**src/common/arch_pkg.sv**
```systemverilog
package arch_pkg;

	// ====================
	// register file
	// ====================
	localparam int AREG_IDX_W   = 5;
	localparam int ARCH_REG_NUM = 32;
	localparam logic [AREG_IDX_W-1:0] ZERO_REG = 5'd31; // r31 reads as zero, never renamed

	// ====================
	// instruction fields
	// ====================
	localparam int OP_W       = 6;  // major opcode width
	localparam int OP_LSB     = 26; // opcode sits in [31:26]
	localparam int RA_LSB     = 21; // ra in [25:21]
	localparam int RB_LSB     = 16; // rb in [20:16]
	localparam int RC_LSB     = 0;  // rc in [4:0], operate format only
	localparam int PAL_FUNC_W = 26; // CALL_PAL function code below the opcode

	// ====================
	// opcodes
	// ====================
	localparam logic [OP_W-1:0] OP_PAL  = 6'h00; // CALL_PAL
	localparam logic [OP_W-1:0] OP_INTA = 6'h10; // integer arithmetic
	localparam logic [OP_W-1:0] OP_INTL = 6'h11; // integer logical
	localparam logic [OP_W-1:0] OP_INTS = 6'h12; // integer shift
	localparam logic [OP_W-1:0] OP_INTM = 6'h13; // integer multiply
	localparam logic [OP_W-1:0] OP_LDQ  = 6'h29; // load quadword

	// PAL function codes
	localparam logic [PAL_FUNC_W-1:0] PAL_HALT = 26'h0;

endpackage

```
**src/common/core_pkg.sv**
```systemverilog
package core_pkg;

	// ====================
	// physical registers
	// ====================
	localparam int PRF_IDX_W = 6; // enough for up to 64 physical tags

	typedef logic [PRF_IDX_W-1:0] preg_t;

	// error status reported on status_o
	typedef enum logic [1:0] {
		NO_ERROR          = 2'd0,
		HALTED_ON_HALT    = 2'd1,
		HALTED_ON_ILLEGAL = 2'd2
	} status_t;

	// ====================
	// ROB entry
	// ====================
	typedef struct packed {
		logic [arch_pkg::AREG_IDX_W-1:0] dest_idx; // arch dest or r31 when none
		logic                            has_dest; // frees old_tag at retire
		preg_t                           new_tag;  // Tnew from free list
		preg_t                           old_tag;  // Told from map table
		logic                            done;     // completion seen
		logic                            halt;     // CALL_PAL halt
		logic                            illegal;  // undecodable word
	} rob_entry_t;

endpackage

```
**src/source/id_stage.sv**
```systemverilog
`timescale 1ns/1ns

module id_stage (
	input  logic                            inst_vld_i,
	input  logic [31:0]                     inst_ir_i,
	input  logic                            rob_full_i,
	input  logic                            fl_empty_i,
	input  logic                            halted_i,

	output logic [arch_pkg::AREG_IDX_W-1:0] ra_idx_o,
	output logic [arch_pkg::AREG_IDX_W-1:0] rb_idx_o,
	output logic [arch_pkg::AREG_IDX_W-1:0] dest_idx_o,
	output logic                            halt_o,
	output logic                            illegal_o,
	output logic                            dispatch_en_o,
	output logic                            alloc_en_o,
	output logic                            dispatch_stall_o
);

	logic [arch_pkg::OP_W-1:0]       opcode;
	logic [arch_pkg::AREG_IDX_W-1:0] ra_fld;
	logic [arch_pkg::AREG_IDX_W-1:0] rb_fld;
	logic [arch_pkg::AREG_IDX_W-1:0] rc_fld;
	logic                            has_dest;

	// raw fields, meaning depends on format
	assign opcode = inst_ir_i[arch_pkg::OP_LSB +: arch_pkg::OP_W];
	assign ra_fld = inst_ir_i[arch_pkg::RA_LSB +: arch_pkg::AREG_IDX_W];
	assign rb_fld = inst_ir_i[arch_pkg::RB_LSB +: arch_pkg::AREG_IDX_W];
	assign rc_fld = inst_ir_i[arch_pkg::RC_LSB +: arch_pkg::AREG_IDX_W];

	// ====================
	// decoder
	// ====================
	always_comb begin
		ra_idx_o   = arch_pkg::ZERO_REG; // unused sources read r31
		rb_idx_o   = arch_pkg::ZERO_REG;
		dest_idx_o = arch_pkg::ZERO_REG; // no dest unless set below
		halt_o     = 1'b0;
		illegal_o  = 1'b0;
		case (opcode)
			arch_pkg::OP_INTA,
			arch_pkg::OP_INTL,
			arch_pkg::OP_INTS,
			arch_pkg::OP_INTM: begin
				ra_idx_o   = ra_fld;
				rb_idx_o   = rb_fld;
				dest_idx_o = rc_fld; // operate writes rc
			end
			arch_pkg::OP_LDQ: begin
				rb_idx_o   = rb_fld; // base register
				dest_idx_o = ra_fld; // load target is ra
			end
			arch_pkg::OP_PAL: begin
				// only halt is supported among PAL calls
				if (inst_ir_i[arch_pkg::PAL_FUNC_W-1:0] == arch_pkg::PAL_HALT)
					halt_o = 1'b1;
				else
					illegal_o = 1'b1;
			end
			default: illegal_o = 1'b1;
		endcase
	end

	// ====================
	// dispatch control
	// ====================
	assign has_dest = (dest_idx_o != arch_pkg::ZERO_REG);

	// a free tag is only needed by writers
	assign dispatch_stall_o = rob_full_i | (fl_empty_i & has_dest) | halted_i;
	assign dispatch_en_o    = inst_vld_i & ~dispatch_stall_o;
	assign alloc_en_o       = dispatch_en_o & has_dest; // pops free list, writes map

endmodule

```
**src/rename/map_table.sv**
```systemverilog
`timescale 1ns/1ns

module map_table #(
	parameter int PRF_NUM = 40
) (
	input  logic                            clk,
	input  logic                            rst_n_i,

	input  logic [arch_pkg::AREG_IDX_W-1:0] ra_idx_i,
	input  logic [arch_pkg::AREG_IDX_W-1:0] rb_idx_i,
	input  logic [arch_pkg::AREG_IDX_W-1:0] dest_idx_i,
	input  logic                            alloc_en_i,
	input  core_pkg::preg_t                 new_tag_i,

	output core_pkg::preg_t                 opa_tag_o,
	output core_pkg::preg_t                 opb_tag_o,
	output core_pkg::preg_t                 old_tag_o
);

	core_pkg::preg_t map_q [arch_pkg::ARCH_REG_NUM]; // arch reg -> current tag

	// reads see the mapping before this cycle's write
	assign opa_tag_o = map_q[ra_idx_i];
	assign opb_tag_o = map_q[rb_idx_i];
	assign old_tag_o = map_q[dest_idx_i]; // Told, goes to the ROB

	always_ff @(posedge clk) begin
		if (!rst_n_i) begin
			// identity map out of reset
			for (int i = 0; i < arch_pkg::ARCH_REG_NUM; i++)
				map_q[i] <= core_pkg::preg_t'(i);
		end else if (alloc_en_i) begin
			map_q[dest_idx_i] <= new_tag_i; // Tnew becomes the live mapping
		end
	end

	// ====================
	// checks
	// ====================
	// decoder must never hand r31 to rename
	assert property (@(posedge clk) disable iff (!rst_n_i)
		alloc_en_i |-> dest_idx_i != arch_pkg::ZERO_REG)
		else $error("map_table: write to zero register");

	// free list only ever holds tags that exist
	assert property (@(posedge clk) disable iff (!rst_n_i)
		alloc_en_i |-> int'(new_tag_i) < PRF_NUM)
		else $error("map_table: new tag %0d out of range", new_tag_i);

endmodule

```
**src/rename/free_list.sv**
```systemverilog
`timescale 1ns/1ns

module free_list #(
	parameter int PRF_NUM = 40
) (
	input  logic            clk,
	input  logic            rst_n_i,

	input  logic            alloc_en_i, // pop head
	input  logic            free_en_i,  // push at tail
	input  core_pkg::preg_t free_tag_i,

	output core_pkg::preg_t head_tag_o,
	output logic            empty_o
);

	localparam int FL_DEPTH = PRF_NUM - arch_pkg::ARCH_REG_NUM; // tags not mapped at reset
	localparam int FL_PTR_W = (FL_DEPTH > 1) ? $clog2(FL_DEPTH) : 1;
	localparam int FL_CNT_W = $clog2(FL_DEPTH + 1);

	core_pkg::preg_t     fl_mem [FL_DEPTH];
	logic [FL_PTR_W-1:0] head_q;
	logic [FL_PTR_W-1:0] tail_q;
	logic [FL_CNT_W-1:0] count_q;
	logic                full;

	assign head_tag_o = fl_mem[head_q]; // next Tnew, visible before the pop
	assign empty_o    = (count_q == '0);
	assign full       = (count_q == FL_CNT_W'(FL_DEPTH));

	// ====================
	// queue state
	// ====================
	always_ff @(posedge clk) begin
		if (!rst_n_i) begin
			head_q  <= '0;
			tail_q  <= '0; // full queue, tail wrapped onto head
			count_q <= FL_CNT_W'(FL_DEPTH);
			for (int i = 0; i < FL_DEPTH; i++)
				fl_mem[i] <= core_pkg::preg_t'(arch_pkg::ARCH_REG_NUM + i);
		end else begin
			if (alloc_en_i) begin
				head_q <= (head_q == FL_PTR_W'(FL_DEPTH - 1)) ? '0 : head_q + 1'b1;
			end
			if (free_en_i) begin
				fl_mem[tail_q] <= free_tag_i; // Told from retirement
				tail_q         <= (tail_q == FL_PTR_W'(FL_DEPTH - 1)) ? '0 : tail_q + 1'b1;
			end
			// pop and push together leave the count alone
			case ({alloc_en_i, free_en_i})
				2'b10:   count_q <= count_q - 1'b1;
				2'b01:   count_q <= count_q + 1'b1;
				default: count_q <= count_q;
			endcase
		end
	end

	// ====================
	// checks
	// ====================
	// dispatch stall has to cover the empty case
	assert property (@(posedge clk) disable iff (!rst_n_i)
		alloc_en_i |-> !empty_o)
		else $error("free_list: pop while empty");

	// tags are conserved, a full list means nothing is in flight to free
	assert property (@(posedge clk) disable iff (!rst_n_i)
		free_en_i |-> !full)
		else $error("free_list: push while full");

endmodule

```
**src/rob/rob.sv**
```systemverilog
`timescale 1ns/1ns

module rob #(
	parameter  int ROB_DEPTH = 16,
	localparam int ROB_IDX_W = $clog2(ROB_DEPTH)
) (
	input  logic                            clk,
	input  logic                            rst_n_i,

	// dispatch side
	input  logic                            dispatch_en_i,
	input  logic [arch_pkg::AREG_IDX_W-1:0] dest_idx_i,
	input  logic                            halt_i,
	input  logic                            illegal_i,
	input  core_pkg::preg_t                 new_tag_i,
	input  core_pkg::preg_t                 old_tag_i,

	// completion from the execution side
	input  logic                            complete_vld_i,
	input  logic [ROB_IDX_W-1:0]            complete_rob_idx_i,

	output logic [ROB_IDX_W-1:0]            tail_idx_o,
	output logic                            full_o,
	output logic                            halted_o,

	// retirement
	output logic                            retire_vld_o,
	output logic [arch_pkg::AREG_IDX_W-1:0] retire_dest_idx_o,
	output core_pkg::preg_t                 retire_dest_tag_o,
	output core_pkg::preg_t                 retire_old_tag_o,
	output logic                            free_en_o,
	output core_pkg::status_t               status_o
);

	localparam int ROB_CNT_W = ROB_IDX_W + 1;

	core_pkg::rob_entry_t rob_q [ROB_DEPTH];
	core_pkg::rob_entry_t new_ent;
	core_pkg::rob_entry_t head_ent;

	logic [ROB_IDX_W-1:0] head_q;
	logic [ROB_IDX_W-1:0] tail_q;
	logic [ROB_CNT_W-1:0] count_q;
	logic                 halted_q;
	core_pkg::status_t    status_q;
	logic [ROB_IDX_W-1:0] cpl_ofs; // distance of completing slot from head

	// ====================
	// entry write
	// ====================
	always_comb begin
		new_ent          = '0;
		new_ent.dest_idx = dest_idx_i;
		new_ent.has_dest = (dest_idx_i != arch_pkg::ZERO_REG);
		new_ent.new_tag  = new_tag_i;
		new_ent.old_tag  = old_tag_i;
		new_ent.done     = 1'b0; // waits for completion pulse
		new_ent.halt     = halt_i;
		new_ent.illegal  = illegal_i;
	end

	// payload only, occupancy lives in head/count
	always_ff @(posedge clk) begin
		if (dispatch_en_i)
			rob_q[tail_q] <= new_ent;
		if (complete_vld_i)
			rob_q[complete_rob_idx_i].done <= 1'b1;
	end

	// ====================
	// head and retire
	// ====================
	assign head_ent = rob_q[head_q];

	// one retire per cycle, frozen once halted
	assign retire_vld_o      = (count_q != '0) & head_ent.done & ~halted_q;
	assign retire_dest_idx_o = head_ent.dest_idx;
	assign retire_dest_tag_o = head_ent.new_tag;
	assign retire_old_tag_o  = head_ent.old_tag;
	assign free_en_o         = retire_vld_o & head_ent.has_dest; // Told back to free list

	assign tail_idx_o = tail_q; // rob index of the dispatching insn
	assign full_o     = (count_q == ROB_CNT_W'(ROB_DEPTH));
	assign halted_o   = halted_q;
	assign status_o   = status_q;

	always_ff @(posedge clk) begin
		if (!rst_n_i) begin
			head_q   <= '0;
			tail_q   <= '0;
			count_q  <= '0;
			halted_q <= 1'b0;
			status_q <= core_pkg::NO_ERROR;
		end else begin
			if (dispatch_en_i)
				tail_q <= tail_q + 1'b1; // depth is a power of two, wraps for free
			if (retire_vld_o) begin
				head_q <= head_q + 1'b1;
				// halt or illegal reaching the head stops the machine
				if (head_ent.illegal) begin
					halted_q <= 1'b1;
					status_q <= core_pkg::HALTED_ON_ILLEGAL;
				end else if (head_ent.halt) begin
					halted_q <= 1'b1;
					status_q <= core_pkg::HALTED_ON_HALT;
				end
			end
			case ({dispatch_en_i, retire_vld_o})
				2'b10:   count_q <= count_q + 1'b1;
				2'b01:   count_q <= count_q - 1'b1;
				default: count_q <= count_q;
			endcase
		end
	end

	// ====================
	// checks
	// ====================
	assign cpl_ofs = complete_rob_idx_i - head_q;

	// execution unit may only complete a live entry, and only once
	assert property (@(posedge clk) disable iff (!rst_n_i)
		complete_vld_i |-> ({1'b0, cpl_ofs} < count_q) && !rob_q[complete_rob_idx_i].done)
		else $error("rob: bad completion at index %0d", complete_rob_idx_i);

endmodule

```
**src/source/rename_core.sv**
```systemverilog
`timescale 1ns/1ns

module rename_core #(
	parameter  int PRF_NUM   = 40,
	parameter  int ROB_DEPTH = 16,
	localparam int ROB_IDX_W = $clog2(ROB_DEPTH)
) (
	input  logic                            clk,
	input  logic                            rst_n_i,

	input  logic                            inst_vld_i,
	input  logic [31:0]                     inst_ir_i,
	input  logic                            complete_vld_i,
	input  logic [ROB_IDX_W-1:0]            complete_rob_idx_i,

	output logic                            dispatch_stall_o,
	output core_pkg::preg_t                 rn_dest_tag_o,
	output core_pkg::preg_t                 rn_opa_tag_o,
	output core_pkg::preg_t                 rn_opb_tag_o,
	output logic [ROB_IDX_W-1:0]            rn_rob_idx_o,
	output logic                            retire_vld_o,
	output logic [arch_pkg::AREG_IDX_W-1:0] retire_dest_idx_o,
	output core_pkg::preg_t                 retire_dest_tag_o,
	output core_pkg::preg_t                 retire_old_tag_o,
	output core_pkg::status_t               status_o
);

	// ====================
	// internal nets
	// ====================
	logic [arch_pkg::AREG_IDX_W-1:0] id_ra_idx;
	logic [arch_pkg::AREG_IDX_W-1:0] id_rb_idx;
	logic [arch_pkg::AREG_IDX_W-1:0] id_dest_idx;
	logic                            id_halt;
	logic                            id_illegal;
	logic                            dispatch_en;  // rob write
	logic                            alloc_en;     // map write, free list pop
	logic                            rob_full;
	logic                            rob_halted;
	logic                            fl_empty;
	logic                            rob_free_en;  // retire with a dest
	core_pkg::preg_t                 fl_head_tag;  // Tnew
	core_pkg::preg_t                 mt_old_tag;   // Told
	core_pkg::preg_t                 rob_old_tag;  // Told leaving at retire

	assign rn_dest_tag_o    = fl_head_tag;
	assign retire_old_tag_o = rob_old_tag;

	id_stage i_id_stage (
		.inst_vld_i       (inst_vld_i),
		.inst_ir_i        (inst_ir_i),
		.rob_full_i       (rob_full),
		.fl_empty_i       (fl_empty),
		.halted_i         (rob_halted),
		.ra_idx_o         (id_ra_idx),
		.rb_idx_o         (id_rb_idx),
		.dest_idx_o       (id_dest_idx),
		.halt_o           (id_halt),
		.illegal_o        (id_illegal),
		.dispatch_en_o    (dispatch_en),
		.alloc_en_o       (alloc_en),
		.dispatch_stall_o (dispatch_stall_o)
	);

	map_table #(.PRF_NUM(PRF_NUM)) i_map_table (
		.clk        (clk),
		.rst_n_i    (rst_n_i),
		.ra_idx_i   (id_ra_idx),
		.rb_idx_i   (id_rb_idx),
		.dest_idx_i (id_dest_idx),
		.alloc_en_i (alloc_en),
		.new_tag_i  (fl_head_tag),
		.opa_tag_o  (rn_opa_tag_o),
		.opb_tag_o  (rn_opb_tag_o),
		.old_tag_o  (mt_old_tag)
	);

	free_list #(.PRF_NUM(PRF_NUM)) i_free_list (
		.clk        (clk),
		.rst_n_i    (rst_n_i),
		.alloc_en_i (alloc_en),
		.free_en_i  (rob_free_en),
		.free_tag_i (rob_old_tag), // recycled at retire
		.head_tag_o (fl_head_tag),
		.empty_o    (fl_empty)
	);

	rob #(.ROB_DEPTH(ROB_DEPTH)) i_rob (
		.clk                (clk),
		.rst_n_i            (rst_n_i),
		.dispatch_en_i      (dispatch_en),
		.dest_idx_i         (id_dest_idx),
		.halt_i             (id_halt),
		.illegal_i          (id_illegal),
		.new_tag_i          (fl_head_tag),
		.old_tag_i          (mt_old_tag),
		.complete_vld_i     (complete_vld_i),
		.complete_rob_idx_i (complete_rob_idx_i),
		.tail_idx_o         (rn_rob_idx_o),
		.full_o             (rob_full),
		.halted_o           (rob_halted),
		.retire_vld_o       (retire_vld_o),
		.retire_dest_idx_o  (retire_dest_idx_o),
		.retire_dest_tag_o  (retire_dest_tag_o),
		.retire_old_tag_o   (rob_old_tag),
		.free_en_o          (rob_free_en),
		.status_o           (status_o)
	);

endmodule

```
**config.mk**
```make
export PLATFORM = sky130hd
export DESIGN_NAME = rename_core
export DESIGN_NICKNAME = d
export VERILOG_FILES = /design/src/common/arch_pkg.sv /design/src/common/core_pkg.sv /design/src/source/id_stage.sv /design/src/rename/map_table.sv /design/src/rename/free_list.sv /design/src/rob/rob.sv /design/src/source/rename_core.sv
export SDC_FILE = /design/constraint.sdc
export NUM_CORES = 1
export LEC_CHECK = 0
export BUFFER_PORTS_ARGS = -buffer_cell sky130_fd_sc_hd__buf_2
export CAP_MARGIN = 0
export CORE_ASPECT_RATIO = 1.5
export CORE_MARGIN = 3
export CORE_UTILIZATION = 28
export CTS_CLUSTER_SIZE = 20
export DETAILED_ROUTE_END_ITERATION = 7
export PLACE_DENSITY = 0.52
export SETUP_SLACK_MARGIN = 0.15
export SYNTH_ARGS = -nofsm -noshare
export SYNTH_HDL_FRONTEND = slang
export SYNTH_HIERARCHICAL = 1
export SYNTH_SLANG_ARGS = --single-unit
```
**constraint.sdc**
```tcl
create_clock -name clk -period 4.5 [get_ports clk]
set_input_delay 0.225 -clock clk [delete_from_list [all_inputs] [get_ports clk]]
set_output_delay 0.225 -clock clk [all_outputs]
set_load 0.05 [all_outputs]
```
==> results of run 1 <==
where the power goes:
part / switching (W) / internal, W / leakage (nW) / total [W]
clock network: 0.00233 / 0.00326 / 1.07 / 0.00559
logic: 0.000782 / 0.000476 / 4.38 / 0.00126
registers: 0.000103 / 0.00634 / 5.35 / 0.00644
total: 0.00322 / 0.0101 / 10.8 / 0.0133
logic make-up (layout without fill, tap and decap cells):
kind of cell	count (synthesis)	after routing	synth area share
DFF	609	609	0.609
xor gates and xnor gates	8	8	0.00240
buffers and inverters	184	366	0.0303
AOI/OAI and AO/OA	118	118	0.0256
other	0	6	0
adders and majority gates	17	17	0.00754
and+or+nand+nor	455	455	0.0920
muxes	315	315	0.233
stage by stage:
step / setup WS [ps] / instances
2_1_floorplan: 984 / 1706
3_3_place_gp: 562 / 3145
3_5_place_dp: 572 / 3145
4_1_cts: 291 / 3275
5_1_grt: 325 / 3275
6_report: 618 / 3281
critical path: stages, from the launching register on:
cell,delay (ps)
dfxtp_4,590
buf_6,430
buf_4,500
mux4_2,580
mux4_2,610
buf_2,260
final cells by class:
type | instances | area (um^2) | share of cell area
tap | 1387 | 1740 | 0.0511
clock inverter | 33 | 427 | 0.0126
multi-input combinational | 913 | 10600 | 0.311
timing repair buffer | 214 | 1500 | 0.0442
sequential | 609 | 17800 | 0.524
clock buffer | 88 | 1800 | 0.0529
antenna | 6 | 15.0 | 0.000442
inverter | 31 | 116 | 0.00343
timing repair:
| item | CTS | global route |
|---|---|---|
| setup endpoints to repair | 0 | 3 |
| endpoints found under the hold margin | 16 | 0 |
| hold buffers | 9 | 0 |
| gates resized for setup | 0 | 1 |
flip-flops by register name, summed over array words and instances (netlist names), named ones only:
register,flops
i_rob/rob_q,336
i_map_table/map_q,192
i_free_list/fl_mem,48
i_rob/count_q,5
i_free_list/count_q,4
i_rob/head_q,4
i_rob/tail_idx_o,4
i_free_list/head_q,3
i_free_list/tail_q,3
i_rob/status_o,2
i_rob/halted_o,1
placed cells by master (no fill, tap or decap), drive strengths merged, types with 22 or more instances in the layout:
cell    instances
nor2           47
a22oi          24
dfxtp          49
nand2          36
nand3          22
or3            98
edfxtp        560
clkbuf         88
and3           40
and2          123
buf           205
o21ai          45
inv            34
nand2b         23
mux4          281
worst paths after layout:
kind / depth (start not counted) / endpoint / startpoint / slack [ps]
worst max-delay path: 5 / retire_old_tag_o[5] / flop / 620
worst min-delay path: 3 / i_rob/rob_q[3][1]$_DFFE_PP_ / inst_ir_i[17] / 150
worst max register to register: 10 / i_free_list/fl_mem[6][0]$_SDFFCE_PN0P_ / flop / 720
worst min register to register: 2 / i_rob/rob_q[1][2]$_DFF_P_ / i_rob/rob_q[1][2]$_DFF_P_ / 470
per-layer routing:
| metal | global-route usage | vias up | wire length, um |
|---|---|---|---|
| met5 | 0 | - | 14 |
| met4 | 0.0911 | 2 | 5410 |
| met3 | 0.0324 | 208 | 5870 |
| met2 | 0.285 | 737 | 45200 |
| met1 | 0.190 | 8971 | 33100 |
| li1 | - | 7199 | - |
==> flow_summary.ini, run 1 <==
[timing]
hold_ws_ps = 148
setup_violations = 0
period_needed_ps = 3880
finalSetupTns_ps = 0
slew_headroom = 0.178
worstMarginPinSlew_ps = 1230
finClkSkew_ps = 37.6
hold_viol_final = 0
clock.fmax_mhz = 258
maxSlewViolCount = 0
rsz0062_at_grt = false
finalCritPeriodShare = 0.863

[synthesis]
synth_area_leaders = edfxtp_1 58%, mux4_2 20%, dfxtp_1 3.4%
yosysSeqAreaShare = 0.609
synth_common_cells = 560 x edfxtp_1, 254 x mux4_2, 123 x and2_1
synth_seq_cells = 609
synth_ff_type = edfxtp_1
syn_nets = 1763
synthCells = 1706
yosys_warnings = 6
synth.largest_area_cell = edfxtp_1
avgSynthCellArea_um2 = 17.1
synth_top_cell_area_share = 0.576
syn_area_um2 = 29200
post-synth-top-count-cell = edfxtp_1
yosys.cell_types.count = 63
synth_enable_flop_cells = 560
synthArstFlopShare = 0

[final_layout]
layout.nets = 1892
area_growth_pct = 16.3
fin_area_um2 = 34000
drive_gt1_frac = 0.318
final_core_util = 0.330
fillCellCount = 10000

[route]
antenna_left = 0
finalWirelength_um = 89500
first_pass_iters = 6
initialDrtViolationCount = 1471
vias = 17100
viasPerCell = 5.22
wl_per_cell_um = 27.3
drc = 0

[place]
dp_hpwl_um = 59200
post_dp_cell_area_um2 = 31600
globalplace.congestion = 0.895
port_buffers = 82

[die]
die_y_um = 402
start_util = 0.283
dieArea_um2 = 108000
die_w_um = 270
rows = 144
coreArea_um2 = 103000
io_pins = 83

[clocking]
root_buffer = clkbuf_16
clock_latency_ps = 630
h-tree-depth = 3
cts_tree = done
cts.sinks = 609
postCtsSetupBuffers = 0
cts_buffer_depth = 3
numCtsBuffers = 66
clkTransAtPathRegs_ps = 70

[grt]
grt_pass1_wl_um = 129000
grt_max_degree = 68
grt_overflow = 0
grt_pass1_vias = 17800
grt_usage = 0.164
grt_antenna_before_repair = 8

[pwr]
p_per_area_nw_per_um2 = 391
vdd_drop_max_mv = 0.268
p_leak_nw = 10.8
finalPower_w = 0.0133

[run_status]
status = complete, no violations

[worst_setup_path]
crit_path_max_fanout = 29
worstPathRequired_ps = 4280
crit_type = flop to primary output
end_kind = primary output
cp.arrival_ps = 3660
worstSetupStartpointType = flop

[hold_path]
hp-class = primary input to flop

[run]
cap_violations = 0
No activity file was read; power rests on OpenSTA's default activity.
==> run 2, diff against run 1 <==
--- a/config.mk
+++ b/config.mk
@@ -9,10 +9,10 @@
 export CAP_MARGIN = 0
 export CORE_ASPECT_RATIO = 1.5
 export CORE_MARGIN = 3
-export CORE_UTILIZATION = 28
+export CORE_UTILIZATION = 60
 export CTS_CLUSTER_SIZE = 20
 export DETAILED_ROUTE_END_ITERATION = 7
-export PLACE_DENSITY = 0.52
+export PLACE_DENSITY = 0.87
 export SETUP_SLACK_MARGIN = 0.15
 export SYNTH_ARGS = -nofsm -noshare
 export SYNTH_HDL_FRONTEND = slang
==> flow_summary.ini, run 2 (synthesis gave the netlist of run 1 again) <==
[die]
start_util = 0.609
rows = 98
dieArea_um2 = 51400
coreArea_um2 = 47900
io_pins = 83
die_w_um = 186
die_y_um = 276

[grt]
grt_util_met1 = 0.400
grt_antenna_before_repair = 1
gr-max-usage-layer = met2
grt_usage = 0.323
grt_max_degree = 50
grtUsageMet3 = 0.0601
globalRouteMet2Util = 0.540
grt_overflow = 0
grt_pass1_vias = 18300
grt_pass1_wl_um = 121000

[worst_setup_path]
worstPathRequired_ps = 4980
ff2ff_setup_slack_ps = 550
rr_worst_depth = 13
reg2reg_to = i_free_list/count_q[3]$_SDFFE_PN1P_
crit_type = flop to flop
crit_path_max_fanout = 13
cp.arrival_ps = 4430
worstSetupStartpointType = flop
end_kind = flop

[timing]
period_needed_ps = 3950
clock.fmax_mhz = 253
finClkSkew_ps = 19.2
hold_viol_final = 0
finalCritPeriodShare = 0.877
worstMarginPinSlew_ps = 1260
maxSlewViolCount = 0
setup_violations = 0
slew_headroom = 0.159
rsz0062_at_grt = false
finalSetupTns_ps = 0

[clocking]
h-tree-depth = 2
numCtsBuffers = 55
clkTransAtPathRegs_ps = 70
clock_latency_ps = 600
cts_buffer_depth = 3
root_buffer = clkbuf_16
postCtsSetupBuffers = 0
cts_tree = done
cts.sinks = 609

[route]
vias = 18100
viasPerCell = 7.28
drc = 0
antenna_left = 0
initialDrtViolationCount = 2734
first_pass_iters = 6
finalWirelength_um = 81700
wl_per_cell_um = 32.9

[hold_path]
hold_start = complete_rob_idx_i[0]
hp-class = primary input to flop
min_to = i_rob/rob_q[7][2]$_DFF_P_
min_path_cells = 3

[final_layout]
regMostFlops = i_rob/rob_q
fillCellCount = 2922
final_common_cell = edfxtp_1
area_growth_pct = 10.9
layout_common_cells = 560 x edfxtp_1, 254 x mux4_2, 123 x and2_1
layout.nets = 1847
fin_area_um2 = 32400
largest_register_ffs = 336
drive_gt1_frac = 0.302
reg.largest.list = i_rob/rob_q (336), i_map_table/map_q (192), i_free_list/fl_mem (48)

[place]
dp_hpwl_um = 51900
globalplace.congestion = 1.03
port_buffers = 82
post_dp_cell_area_um2 = 30500

[pwr]
vdd_drop_max_mv = 0.355
p_per_area_nw_per_um2 = 383
p_leak_nw = 10.5

[run]
cap_violations = 0

[run_status]
status = complete, no violations
==> run 2: metal layers <==
layer,vias up,share of wire
li1,7095,-
met1,9031,0.31
met2,1599,0.51
met3,381,0.11
met4,0,0.071
met5,-,0
==> run 2: cell type report <==
class	instances	area (um^2)	area share
Sequential cell	609	17800	0.550
Multi-Input combinational cell	913	10600	0.326
Clock buffer	76	1520	0.0468
Timing Repair Buffer	180	1280	0.0396
Tap cell	650	813	0.0251
Clock inverter	26	284	0.00877
Inverter	31	116	0.00359
Antenna cell	1	2.50	0.0000773
==> run 2: worst max path at each step <==
stage                                                endpoint  slack, ps  cells past startpoint
after floorplan                 i_rob/count_q[4]$_SDFFE_PN0P_        980                     15
after global placement    i_free_list/count_q[3]$_SDFFE_PN1P_        690                     13
after detailed placement        i_rob/count_q[3]$_SDFFE_PN0P_        470                     14
after CTS                 i_free_list/count_q[3]$_SDFFE_PN1P_        640                     13
after global routing      i_free_list/count_q[3]$_SDFFE_PN1P_        430                     13
final                     i_free_list/count_q[3]$_SDFFE_PN1P_        550                     13
==> run 2: critical path: stages, from the launching register on <==
cell,delay [ps]
dfxtp_1,710
mux4_2,310
nor2_1,50
nor4_1,620
nor2_1,170
inv_1,180
and2_1,320
ha_1,220
inv_1,90
ha_1,340
a21oi_1,190
a211oi_1,100
a31oi_1,180
mux2_2,350
==> run 2: what timing repair did <==
item / 4_1_cts / 5_1_grt
endpoints found under the hold margin: 6 / 0
gates resized for setup: 0 / 0
hold buffers: 5 / 0
setup endpoints to repair: 0 / 0
==> run 2: through the flow <==
step / cells / util / power, W / hold slack, ps / setup WS [ps]
after CTS: 2485 / 0.675 / 0.0124 / 19.4 / 641
after global placement: 2378 / 0.637 / 0.00767 / 440 / 692
after floorplan: 1706 / - / 0.00736 / 339 / 984
after detailed placement: 2378 / 0.637 / 0.00773 / 452 / 473
final: 2486 / 0.676 / 0.0124 / 50.8 / 552
after global routing: 2485 / 0.675 / 0.0127 / 60.6 / 428
==> run 2: power breakdown <==
group | leakage (nW) | switching (W) | total (W) | internal, W
logic | 4.23 | 0.000768 | 0.00122 | 0.000451
clock network | 0.869 | 0.00208 | 0.00473 | 0.00265
registers | 5.35 | 0.000111 | 0.00645 | 0.00634
total | 10.5 | 0.00296 | 0.0124 | 0.00944
